**src/logger_pkg.sv**
```systemverilog
/* Sample logger shared types */

`default_nettype none

package logger_pkg;

  // --------------------------------------------------------------------------
  // Sizes
  // --------------------------------------------------------------------------

  // Sampled byte and bit counter
  localparam int BYTE_W    = 8;
  localparam int BIT_CNT_W = 3;

  // Edge count saturates instead of wrapping
  localparam int EDGE_W    = 4;
  localparam int EDGE_MAX  = 15;

  // Record FIFO, count needs one bit more than a pointer
  localparam int FIFO_DEPTH = 8;
  localparam int FIFO_AW    = 3;
  localparam int COUNT_W    = 4;

  // --------------------------------------------------------------------------
  // Types
  // --------------------------------------------------------------------------

  typedef logic [BYTE_W-1:0]  byte_t;
  typedef logic [EDGE_W-1:0]  edge_count_t;
  typedef logic [COUNT_W-1:0] fifo_count_t;

  // One logged byte with the line activity that preceded it
  typedef struct packed {
    byte_t       data;
    edge_count_t edges;
  } record_t;

  typedef struct packed {
    logic        empty;
    logic        full;
    logic        overflow;
    fifo_count_t count;
  } fifo_status_t;

endpackage

`default_nettype wire

```
**src/bit_sampler.sv**
```systemverilog
/* Serial bit sampler */

`default_nettype none

module bit_sampler (
  input  logic                  clk,
  input  logic                  reset_b,
  input  logic                  clear,
  input  logic                  din,
  input  logic                  sample,
  output logic                  byte_valid,
  output logger_pkg::byte_t     byte_data
);

  import logger_pkg::*;

  // Counter value when the last bit of a byte is taken
  localparam logic [BIT_CNT_W-1:0] LAST_BIT = BIT_CNT_W'(BYTE_W - 1);

  byte_t                shift_q;
  logic [BIT_CNT_W-1:0] bit_cnt;
  logic                 take_bit;

  // Clear has priority over a sample in the same cycle
  assign take_bit = sample && !clear;

  // --------------------------------------------------------------------------
  // Shift register
  // --------------------------------------------------------------------------

  // New bits enter at the LSB so the first bit ends at the MSB
  always_ff @(posedge clk) begin
    if (take_bit) begin
      shift_q <= {shift_q[BYTE_W-2:0], din};
    end
  end

  assign byte_data = shift_q;

  // --------------------------------------------------------------------------
  // Bit counter and byte strobe
  // --------------------------------------------------------------------------

  // Counter wraps to 0 after the eighth bit
  always_ff @(posedge clk or negedge reset_b) begin
    if (!reset_b) begin
      bit_cnt <= '0;
    end else if (clear) begin
      bit_cnt <= '0;
    end else if (take_bit) begin
      bit_cnt <= bit_cnt + 1'b1;
    end
  end

  // High for one cycle while shift_q holds the finished byte
  always_ff @(posedge clk or negedge reset_b) begin
    if (!reset_b) begin
      byte_valid <= 1'b0;
    end else begin
      byte_valid <= take_bit && (bit_cnt == LAST_BIT);
    end
  end

endmodule

`default_nettype wire

```
**src/edge_tally.sv**
```systemverilog
/* Line edge tally */

`default_nettype none

module edge_tally (
  input  logic                    clk,
  input  logic                    reset_b,
  input  logic                    clear,
  input  logic                    din,
  input  logic                    restart,
  output logger_pkg::edge_count_t edges
);

  import logger_pkg::*;

  logic        din_q;
  logic        edge_seen;
  edge_count_t count_q;

  // --------------------------------------------------------------------------
  // Edge detector
  // --------------------------------------------------------------------------

  // Delayed copy of the line, zero after reset or clear
  always_ff @(posedge clk or negedge reset_b) begin
    if (!reset_b) begin
      din_q <= 1'b0;
    end else if (clear) begin
      din_q <= 1'b0;
    end else begin
      din_q <= din;
    end
  end

  // Either direction of change on din
  assign edge_seen = din ^ din_q;

  // --------------------------------------------------------------------------
  // Saturating edge counter
  // --------------------------------------------------------------------------

  // An edge in the restart cycle belongs to the next record
  always_ff @(posedge clk or negedge reset_b) begin
    if (!reset_b) begin
      count_q <= '0;
    end else if (clear) begin
      count_q <= '0;
    end else if (restart) begin
      count_q <= edge_count_t'(edge_seen);
    end else if (edge_seen && (count_q != edge_count_t'(EDGE_MAX))) begin
      count_q <= count_q + 1'b1;
    end
  end

  // Count recorded along with a finished byte
  assign edges = count_q;

endmodule

`default_nettype wire

```
**src/record_fifo.sv**
```systemverilog
/* Record FIFO */

`default_nettype none

module record_fifo (
  input  logic                     clk,
  input  logic                     reset_b,
  input  logic                     clear,
  input  logic                     wr_en,
  input  logic                     rd_en,
  input  logger_pkg::record_t      wr_data,
  output logger_pkg::record_t      rd_data,
  output logger_pkg::fifo_status_t status
);

  import logger_pkg::*;

  record_t              mem [FIFO_DEPTH];
  logic [FIFO_AW-1:0]   wr_ptr;
  logic [FIFO_AW-1:0]   rd_ptr;
  fifo_count_t          count;
  logic                 overflow;
  logic                 full;
  logic                 empty;
  logic                 wr_ok;
  logic                 rd_ok;

  assign full  = (count == COUNT_W'(FIFO_DEPTH));
  assign empty = (count == '0);

  // A write is refused only when full, a read only when empty
  assign wr_ok = wr_en && !full && !clear;
  assign rd_ok = rd_en && !empty && !clear;

  // --------------------------------------------------------------------------
  // Storage
  // --------------------------------------------------------------------------

  always_ff @(posedge clk) begin
    if (wr_ok) begin
      mem[wr_ptr] <= wr_data;
    end
  end

  // Show-ahead head of queue
  assign rd_data = mem[rd_ptr];

  // --------------------------------------------------------------------------
  // Pointers and occupancy
  // --------------------------------------------------------------------------

  // Pointers wrap naturally since the depth is a power of two
  always_ff @(posedge clk or negedge reset_b) begin
    if (!reset_b) begin
      wr_ptr <= '0;
      rd_ptr <= '0;
    end else if (clear) begin
      wr_ptr <= '0;
      rd_ptr <= '0;
    end else begin
      if (wr_ok) begin
        wr_ptr <= wr_ptr + 1'b1;
      end
      if (rd_ok) begin
        rd_ptr <= rd_ptr + 1'b1;
      end
    end
  end

  always_ff @(posedge clk or negedge reset_b) begin
    if (!reset_b) begin
      count <= '0;
    end else if (clear) begin
      count <= '0;
    end else begin
      case ({wr_ok, rd_ok})
        2'b10:   count <= count + 1'b1;
        2'b01:   count <= count - 1'b1;
        default: count <= count;
      endcase
    end
  end

  // Sticky until clear, records lost while full are not recoverable
  always_ff @(posedge clk or negedge reset_b) begin
    if (!reset_b) begin
      overflow <= 1'b0;
    end else if (clear) begin
      overflow <= 1'b0;
    end else if (wr_en && full) begin
      overflow <= 1'b1;
    end
  end

  assign status.empty    = empty;
  assign status.full     = full;
  assign status.overflow = overflow;
  assign status.count    = count;

endmodule

`default_nettype wire

```
**src/sample_logger.sv**
```systemverilog
/* Serial line sample logger */

`default_nettype none

module sample_logger (
  input  logic                     clk,
  input  logic                     reset_b,
  input  logic                     din,
  input  logic                     sample,
  input  logic                     rd_en,
  input  logic                     clear,
  output logger_pkg::record_t      rd_data,
  output logger_pkg::fifo_status_t status
);

  import logger_pkg::*;

  logic        byte_valid;
  byte_t       byte_data;
  edge_count_t edges;
  record_t     wr_rec;

  // --------------------------------------------------------------------------
  // Side-by-side line monitors
  // --------------------------------------------------------------------------

  // Tally restarts whenever a byte is recorded
  edge_tally edge_tally_inst (
    .clk     (clk),
    .reset_b (reset_b),
    .clear   (clear),
    .din     (din),
    .restart (byte_valid),
    .edges   (edges)
  );

  bit_sampler bit_sampler_inst (
    .clk        (clk),
    .reset_b    (reset_b),
    .clear      (clear),
    .din        (din),
    .sample     (sample),
    .byte_valid (byte_valid),
    .byte_data  (byte_data)
  );

  // --------------------------------------------------------------------------
  // Record storage
  // --------------------------------------------------------------------------

  assign wr_rec.data  = byte_data;
  assign wr_rec.edges = edges;

  record_fifo record_fifo_inst (
    .clk     (clk),
    .reset_b (reset_b),
    .clear   (clear),
    .wr_en   (byte_valid),
    .rd_en   (rd_en),
    .wr_data (wr_rec),
    .rd_data (rd_data),
    .status  (status)
  );

endmodule

`default_nettype wire

```
**config.mk**
```make
export PLATFORM = sky130hd
export DESIGN_NAME = sample_logger
export DESIGN_NICKNAME = d
export VERILOG_FILES = /design/src/logger_pkg.sv /design/src/bit_sampler.sv /design/src/edge_tally.sv /design/src/record_fifo.sv /design/src/sample_logger.sv
export SDC_FILE = /design/constraint.sdc
export NUM_CORES = 1
export LEC_CHECK = 0
export BUFFER_PORTS_ARGS = -buffer_cell sky130_fd_sc_hd__clkbuf_2
export CAP_MARGIN = 20
export CORE_AREA = 2 2 77 115
export CTS_CLUSTER_DIAMETER = 150
export DETAILED_ROUTE_END_ITERATION = 16
export DIE_AREA = 0 0 79 117
export PLACE_DENSITY = 0.79
export SYNTH_ARGS = -nofsm -noshare
export SYNTH_HDL_FRONTEND = slang
export SYNTH_SLANG_ARGS = --single-unit
```
**constraint.sdc**
```tcl
create_clock -name clk -period 6 [get_ports clk]
set_clock_uncertainty 0.15 [all_clocks]
set_input_delay 0.3 -clock clk [delete_from_list [all_inputs] [get_ports clk]]
set_output_delay 0.3 -clock clk [all_outputs]
set_load 0.02 [all_outputs]
```
### After elaboration in Yosys (flattened, before gate mapping)

Memories as Yosys holds them, arrays and structs flattened.
Cells that the tools add are included.

| storage, ports and cells | value |
|---|---|
| memory bits (writable) | 96 |
| input port bits | 6 |
| bits in registers | 28 |
| memories kept | 1 |

Memories:

| memory | depth | width | read ports | clocked after memory_dff | write ports | RTL line | text |
|---|---|---|---|---|---|---|---|
| record_fifo_inst.mem | 8 | 12 | 1 | 0 | 1 | record_fifo.sv:18 | `record_t mem [FIFO_DEPTH];` |

| operators by class | value |
|---|---|
| $add $sub $neg | 6 |
| mux-type cells | 16 |
| eq/ne operators | 5 |
| reductions and logical operators | 18 |
| bitwise operators | 1 |

Operators with widths:

| kind | count |
|---|---|
| $mux W3 | 6 |
| $mux W4 | 4 |
| $add A3 B1 Y3 const B | 3 |
| $add A4 B1 Y4 const B | 2 |
| $logic_and A1 B1 Y1 | 8 |
| $pmux W4 S2 | 1 |
| $reduce_bool A2 Y1 | 4 |
| $reduce_bool A3 Y1 | 2 |
| $mux W1 | 5 |
| $eq A4 B4 Y1 const B | 1 |
| $logic_not A4 Y1 | 1 |
| $ne A4 B4 Y1 const B | 1 |
| $sub A4 B1 Y4 const B | 1 |
| $eq A3 B3 Y1 const B | 1 |
| $logic_not A1 Y1 | 3 |
| $eq A2 B1 Y1 const B | 1 |
| $eq A2 B2 Y1 const B | 1 |
| $xor A1 B1 Y1 | 1 |

### Longest topological paths before layout

Gate-level depths: netlist of run 1.

| logic depth | value |
|---|---|
| depth in word-level cells | 7 |
| gate-level depth with buffers | 10 |
| gate-level depth less buffers | 8 |

### Hierarchy

From an unflattened synthesis of run 1, not the netlist that was laid out.

| unflattened totals | value |
|---|---|
| cell total of the unflattened synthesis | 269 |
| area total of the unflattened synthesis | 5062.4 um2 |

Modules (own cells, without submodules):

| module | area an instance (um2) | seq. area each (um2) | cells an instance | times used |
|---|---|---|---|---|
| record_fifo | 4372.9 | 3158.0 | 222 | 1 |
| bit_sampler | 425.4 | 340.3 | 22 | 1 |
| edge_tally | 264.0 | 125.1 | 25 | 1 |

### Worst setup path after synthesis of run 1

No wires, ideal clock.

| timing path | value |
|---|---|
| kind | register to register |
| from | register record_fifo_inst.count[0] |
| to | register record_fifo_inst.count[3] |
| slack | 2.944 ns |
| buffers on the path | 2 |
| cell stages (with the launch flop) | 11 |
| setup time | 0.104 ns |
| required time | 5.746 ns |
| clock period less this slack | 3.056 ns |
| arrival time | 2.802 ns |
| cell sequence | dfrtp_1 > buf_6 > or4b_4 > buf_6 > a21oi_4 > nor2b_1 > ha_1 > a21oi_1 > nand2_1 > or4b_1 > o311ai_1 |

| between the ends | value |
|---|---|
| longest elaborated chain between the ends | 7 |
| elaborated cells between the ends (all ways) | 15 |

Ends and longest elaborated chain:

| what | RTL line | text |
|---|---|---|
| from (decl) | record_fifo.sv:21 | `fifo_count_t count;` |
| from (signal assigned) | record_fifo.sv:77 | `2'b10: count <= count + 1'b1;` |
| from (signal assigned) | record_fifo.sv:78 | `2'b01: count <= count - 1'b1;` |
| from (signal assigned) | record_fifo.sv:79 | `default: count <= count;` |
| $eq A4 B4 Y1 / $logic_not A4 Y1 (equally long branches) | record_fifo.sv:28, record_fifo.sv:29 |  |
| $logic_not A1 Y1, on equally long branches | record_fifo.sv:32, record_fifo.sv:33 |  |
| $logic_and A1 B1 Y1, on equally long branches (2 in series) | record_fifo.sv:32, record_fifo.sv:33 |  |
| $eq A2 B1 Y1 / $eq A2 B2 Y1 (equally long branches) | record_fifo.sv:76 | `case ({wr_ok, rd_ok})` |
| $pmux W4 S2 | record_fifo.sv:76 |  |
| $mux W4 | record_fifo.sv:73 | `end else if (clear) begin` |

Parallel ways exist; a longest one is shown, timed or not.
A chain may end at the register's enable or synchronous reset.

### Final worst setup path of run 1

Same ends and word-level chain as after synthesis.

==> results.md, run 1 <==
- Status: finished clean
- DP Worst Slack: 2910 ps
- Antenna diode count: 0
- CTS root buffer: clkbuf_16
- Final setup fails: 0
- Drt total wl: 8.54 mm
- Largest net degree at the start of global routing: 26
- Post-DP Area: 5320 um2
- First-pass GRT wire length: 13.7 mm
- CP bufs+invs: 0
- Vias post-DR: 2508
- Initial DRC count: 116
- Die Y: 117 um
- Syn Area/Cell: 18.9 um2
- Worst VDD drop: 0.298 mV
- Cell Pwr Density: 403 nW/um2
- TritonCTS clock tree: done
- Routed Antenna Nets: 0
- Cell Area, Synth: 5040 um2
- Crit path DAT: 3250 ps
- DIE AREA: 9240 um2
- Post-synth top area share: 61.9%
- Final Non-Filler Cells: 427
- Total Neg Setup Slack: 0 ps
- Final hold viol count: 0
- Worst-path maximum fanout: 9
- Maxcap violations: 0
- Mean routed wirelength per cell: 20.0 um
- Post-synth top cells: edfxtp_1, mux4_2, dfrtp_1, nor2_1, mux2_2
- Clock transition at path regs: 50 ps
- Critical path's slowest cell: or4b_4
- Crit-path max cell delay: 630 ps
- Async set-reset flop share out of synthesis: 16.1%
- Crit. End Element: flop
- Clock Latency Late Sink: 410 ps
- Distinct cells, synth: 38
- Starting Density: 60.7%
- Vias per Instance: 5.87
- Static leakage: 2.13 nW
- Most frequent cell after synthesis: edfxtp_1
- First-pass DRT Iterations: 5
- Sink Count: 124
- Initial antenna violation count: 0
- Final instance area: 5930 um2
- Yosys reg bits: 124
- Crit path max-delay family: simple AND/OR/NAND/NOR gates
- Number of CTS-inserted buffers: 17
- Row count: 41
- Worst Tran Pin Value: 874 ps
- Die width: 79 um
- RSZ-0062 raised after global routing: no
- Proportion of layout cells with a drive suffix above 1: 32.8%
- Fin crit share: 51.5%
- Grt ovf: 0
- Sequential element share of the synthesized area: 71.9%
- DRC violations left: 0
- Num ports: 25
- Clock buffer depth: 2
- CP startpoint kind: flop
- EDFF count, synth: 104
- Post-route core utilization: 71.4%
- Net Count, Synth: 281
- YS warnings: 0
- HP Class: primary input to flop
- Achievable Freq: 0.323 GHz
- Number of global-route vias before repair: 2625
- Final GP Congestion: 0.758
- Quantity of gates resized following cts: 0
- Number of port buffers: 24
- Critical path class: flop to flop
- Placed cells: 393
- Worst setup margin: 2910 ps
- Cell count after synthesis: 267
- CP Data Required Time: 6160 ps
- Most area-hungry cell type in the Yosys netlist: edfxtp_1
- Minimum hold slack: 73.5 ps
- Ys flop type: edfxtp_1
- Critical Path, Cell by Cell: or4b_4 > a21oi_4 > nor2b_1 > ha_1 > a21oi_1 > nand2_1 > or4b_1 > o311ai_1
- Top post-synthesis cells by area: edfxtp_1, mux4_2, dfrtp_1
- Area grow syn2layout: 17.6%
- Total power: 2.39 mW
- Total GRT Usage: 21.3%
- CTS H-tree depth: 4
- Fin nets: 321
- Final HPWL DP: 5.22 mm
- Core area: 8310 um2
- Max-slew headroom at the worst pin: 41.6%
- Max-slew violations: 0
- Minimum clock period: 3090 ps
[layout by cell type (no fill, tap or decap), types with 2 or more instances in the layout]
master         netlist  routed
clkbuf_16            0      19
nand3_1              5       5
clkbuf_2             0      24
inv_1                2       2
xnor2_1              7       7
dlygate4sd3_1        0       2
buf_4                3       9
nor2_1              20      20
xor2_1               4       4
clkbuf_8             0       4
mux2i_1              7       7
dfrtp_1             20      20
edfxtp_1           104     104
nor3_1               6       4
nor3_2               0       2
nand2b_1             2       2
or4b_1               2       2
a21oi_1              5       5
mux2_2              12      12
a211oi_1             3       3
clkinv_2             0       4
clkbuf_1             6       4
ha_1                 7       7
mux4_2              24      24
nand2_1              4       4
nor2b_1              3       3
[cells by family (layout without fill, tap and decap cells)]
family,count (synthesis),after routing,share of synthesized area [%]
XOR/XNOR,11,11,1.91
AND/OR/NAND/NOR,47,47,4.74
adder cells (fa/ha/maj),8,8,2.13
AO/OA/AOI/OAI,16,16,2.66
multiplexers,43,43,14.8
buffers and inverters,18,71,1.91
flip-flops,124,124,71.9
[state kept, by name, indices dropped and copies added, names as in the netlist]
| signal | flops |
|---|---|
| record_fifo_inst.mem | 96 |
| bit_sampler_inst.byte_data | 8 |
| edge_tally_inst.edges | 4 |
| record_fifo_inst.count | 4 |
| bit_sampler_inst.bit_cnt | 3 |
| record_fifo_inst.rd_ptr | 3 |
| record_fifo_inst.wr_ptr | 3 |
| bit_sampler_inst.byte_valid | 1 |
| edge_tally_inst.din_q | 1 |
| record_fifo_inst.overflow | 1 |
[repair_timing]
item | CTS | global route
hold buffers | 2 | 0
buffers inserted | 0 | 0
setup endpoints to repair | 0 | 0
endpoints found under the hold margin | 21 | 0
[path summary, 6_finish.rpt]
kind	startpoint	endpoint	slack [ps]	cells past startpoint
worst max-delay path	record_fifo_inst.count[0]	record_fifo_inst.count[3]	2910	8
worst min-delay path	sample	bit_sampler_inst.bit_cnt[0]	70	3
worst max register to register	record_fifo_inst.count[0]	record_fifo_inst.count[3]	2910	8
worst min register to register	record_fifo_inst.overflow	record_fifo_inst.overflow	340	2
max in group asynchronous	reset_b	record_fifo_inst.count[1]	5100	2
min in group asynchronous	reset_b	edge_tally_inst.edges[1]	240	2
[where the power goes]
group | switching (mW) | internal, mW
Sequential | 0.0423 | 0.954
Clock | 0.324 | 0.659
Combinational | 0.207 | 0.204
Total | 0.574 | 1.82
[metal layers]
metal | part of all wire, % | vias up | global-route usage (%)
li1 | - | 1135 | -
met1 | 40 | 1308 | 24.3
met2 | 55 | 53 | 37.3
met3 | 3.5 | 12 | 6.67
met4 | 1.7 | 0 | 8.97
met5 | 0 | - | 0
[cell type report]
class                   count  area, um2
flip-flops and latches    124       3620
fillers                   531       2380
multi-input cells         125       1330
clock buffers              27        546
repair buffers             36        235
well taps                 107        134
clock inverters             5       50.0
inverters                   3       11.3
[worst min-delay path, cell delays in order]
cell	delay (ps)
clkbuf_2	140
xnor2_1	80
nor2_1	70
(Power assumes the default switching activity.)
==> inputs of run 2 (changes only) <==
--- a/config.mk
+++ b/config.mk
@@ -7,11 +7,11 @@
 export LEC_CHECK = 0
 export BUFFER_PORTS_ARGS = -buffer_cell sky130_fd_sc_hd__clkbuf_2
 export CAP_MARGIN = 20
-export CORE_AREA = 2 2 77 115
+export CORE_AREA = 2 2 82 124
 export CTS_CLUSTER_DIAMETER = 150
 export DETAILED_ROUTE_END_ITERATION = 16
-export DIE_AREA = 0 0 79 117
-export PLACE_DENSITY = 0.79
+export DIE_AREA = 0 0 84 126
+export PLACE_DENSITY = 0.73
 export SYNTH_ARGS = -nofsm -noshare
 export SYNTH_HDL_FRONTEND = slang
 export SYNTH_SLANG_ARGS = --single-unit
==> constraint.sdc (replaced) <==
create_clock -name clk -period 2.72 [get_ports clk]
set_clock_uncertainty 0.15 [all_clocks]
set_input_delay 0.136 -clock clk [delete_from_list [all_inputs] [get_ports clk]]
set_output_delay 0.136 -clock clk [all_outputs]
set_load 0.02 [all_outputs]
==> run 2 against run 1 <==
Effect of this change:
- routed wire length grew 7.0%
- combinational power rose to 2.7 times the previous value
- final area rose by 3.0%
- critical path type unchanged
- non-clock buffer count rose by 14
- first-iteration DRC count increased by 40%
- sequential cell count unchanged
- highest routed layer unchanged
- clock power increased by 140%
- utilization shrank 7.2 points
==> results.md, run 2 (same netlist as run 1, synthesis figures left out) <==
- Worst Tran Pin Value: 718 ps
- Status: finished clean
- Max-slew violations: 0
- Vias per Instance: 5.66
- Number of port buffers: 24
- Total GRT Usage: 18.8%
- Max reg flops: 96
- Clock buffer depth: 2
- First-pass DRT Iterations: 4
- CP Data Required Time: 2880 ps
- Final hold viol count: 0
- Maxcap violations: 0
- Row count: 44
- Cell Pwr Density: 918 nW/um2
- Final HPWL DP: 5.33 mm
- Minimum clock period: 2620 ps
- Number of CTS-inserted buffers: 17
- Sink Count: 124
- Routed Antenna Nets: 0
- CTS root buffer: clkbuf_16
- RSZ-0062 raised after global routing: no
- Num ports: 25
- Fin crit share: 96.4%
- Worst-path maximum fanout: 3
- Static leakage: 2.20 nW
- Most frequent cells in the layout: edfxtp_1, mux4_2, clkbuf_2
- Mean routed wirelength per cell: 20.3 um
- Antenna diode count: 0
- Largest net degree at the start of global routing: 25
- Die width: 84 um
- Worst VDD drop: 0.591 mV
- Drt total wl: 9.13 mm
- Worst setup margin: 96.8 ps
- Critical path class: flop to flop
- Fillers: 637
- Grt ovf: 0
- Starting Density: 52.9%
- DRC violations left: 0
- Clock transition at path regs: 50 ps
- DIE AREA: 10600 um2
- Post-DP Area: 5400 um2
- Final setup fails: 0
- Core area: 9520 um2
- DP Worst Slack: -5.10 ps
- Commonest non-fill, non-tap cell in the layout: edfxtp_1
- HP Class: primary input to asynchronous set/reset pin
- Post-route core utilization: 64.2%
- CTS H-tree depth: 4
- Max-slew headroom at the worst pin: 52.2%
- Initial DRC count: 162
- Initial antenna violation count: 0
- Vias post-DR: 2540
- Area grow syn2layout: 21.2%
- TritonCTS clock tree: done
- Final instance area: 6110 um2
- Most flop-heavy register: record_fifo_inst.mem
- Number of global-route vias before repair: 2656
- Proportion of layout cells with a drive suffix above 1: 36.5%
- Achievable Freq: 0.381 GHz
- Crit path DAT: 2780 ps
- First-pass GRT wire length: 14.4 mm
- Clock Latency Late Sink: 410 ps
- Final GP Congestion: 0.716
- CP startpoint kind: flop
- Crit. End Element: flop
- Fin nets: 335
- Die Y: 126 um
==> run 2: metal layers <==
metal / share of wire [%] / track usage [%]
met1: 38 / 20.3
met2: 56 / 34.0
met3: 3.6 / 4.19
met4: 2.2 / 10.1
met5: 0 / 0
==> run 2: path summary, 6_finish.rpt <==
| path | start | endpoint | slack [ps] | cells past startpoint |
|---|---|---|---|---|
| min | reset_b | record_fifo_inst.count[2] | 80 | 2 |
| max reg2reg | record_fifo_inst.count[1] | record_fifo_inst.count[3] | 100 | 8 |
| min reg2reg | bit_sampler_inst.bit_cnt[2] | bit_sampler_inst.bit_cnt[2] | 380 | 2 |
| max | record_fifo_inst.count[1] | record_fifo_inst.count[3] | 100 | 8 |
| max in group asynchronous | reset_b | record_fifo_inst.count[0] | 1980 | 2 |
| min in group clk | rd_en | record_fifo_inst.rd_ptr[1] | 110 | 5 |
==> run 2: repair_timing <==
| action | CTS | global route |
|---|---|---|
| hold endpoints to repair | 32 | 0 |
| endpoints found under the setup margin | 1 | 1 |
| setup buffers | 1 | 2 |
| pin swaps | 1 | 1 |
| gates resized for setup | 1 | 1 |
| hold buffers | 4 | 0 |
==> run 2: stage by stage <==
stage / instances / setup TNS (ps) / hold WS [ps] / power, mW
floorplan: 267 / -167 / -310 / 2.99
global placement: 410 / 0 / -22.2 / 3.22
detailed placement: 410 / -5.10 / -14.0 / 3.25
CTS: 447 / 0 / 84.8 / 5.64
global route: 449 / 0 / 127 / 5.79
finish: 449 / 0 / 77.6 / 5.61
==> run 2: power breakdown <==
| group | internal [mW] | leakage, nW | total, mW | switching [mW] |
|---|---|---|---|---|
| logic | 0.545 | 0.676 | 1.09 | 0.542 |
| registers | 2.10 | 1.22 | 2.16 | 0.0537 |
| clock network | 1.61 | 0.301 | 2.37 | 0.760 |
| total | 4.26 | 2.20 | 5.61 | 1.36 |
==> run 2: cell type report <==
cell class / instances / area (um2) / area share (%)
timing repair buffer: 50 / 338 / 5.53
clock inverter: 14 / 200 / 3.28
multi-input combinational: 125 / 1360 / 22.3
clock buffer: 18 / 429 / 7.02
inverter: 3 / 11.3 / 0.184
tap: 115 / 144 / 2.35
sequential: 124 / 3620 / 59.3
==> run 2: worst max-delay path: stages (launching register included) <==
cell and delay [ps]:
dfrtp_1 400, or4b_4 570, a21oi_4 140, nor2b_4 210
ha_4 240, a21oi_4 150, nand2_1 80, or4b_1 500
o311ai_1 90
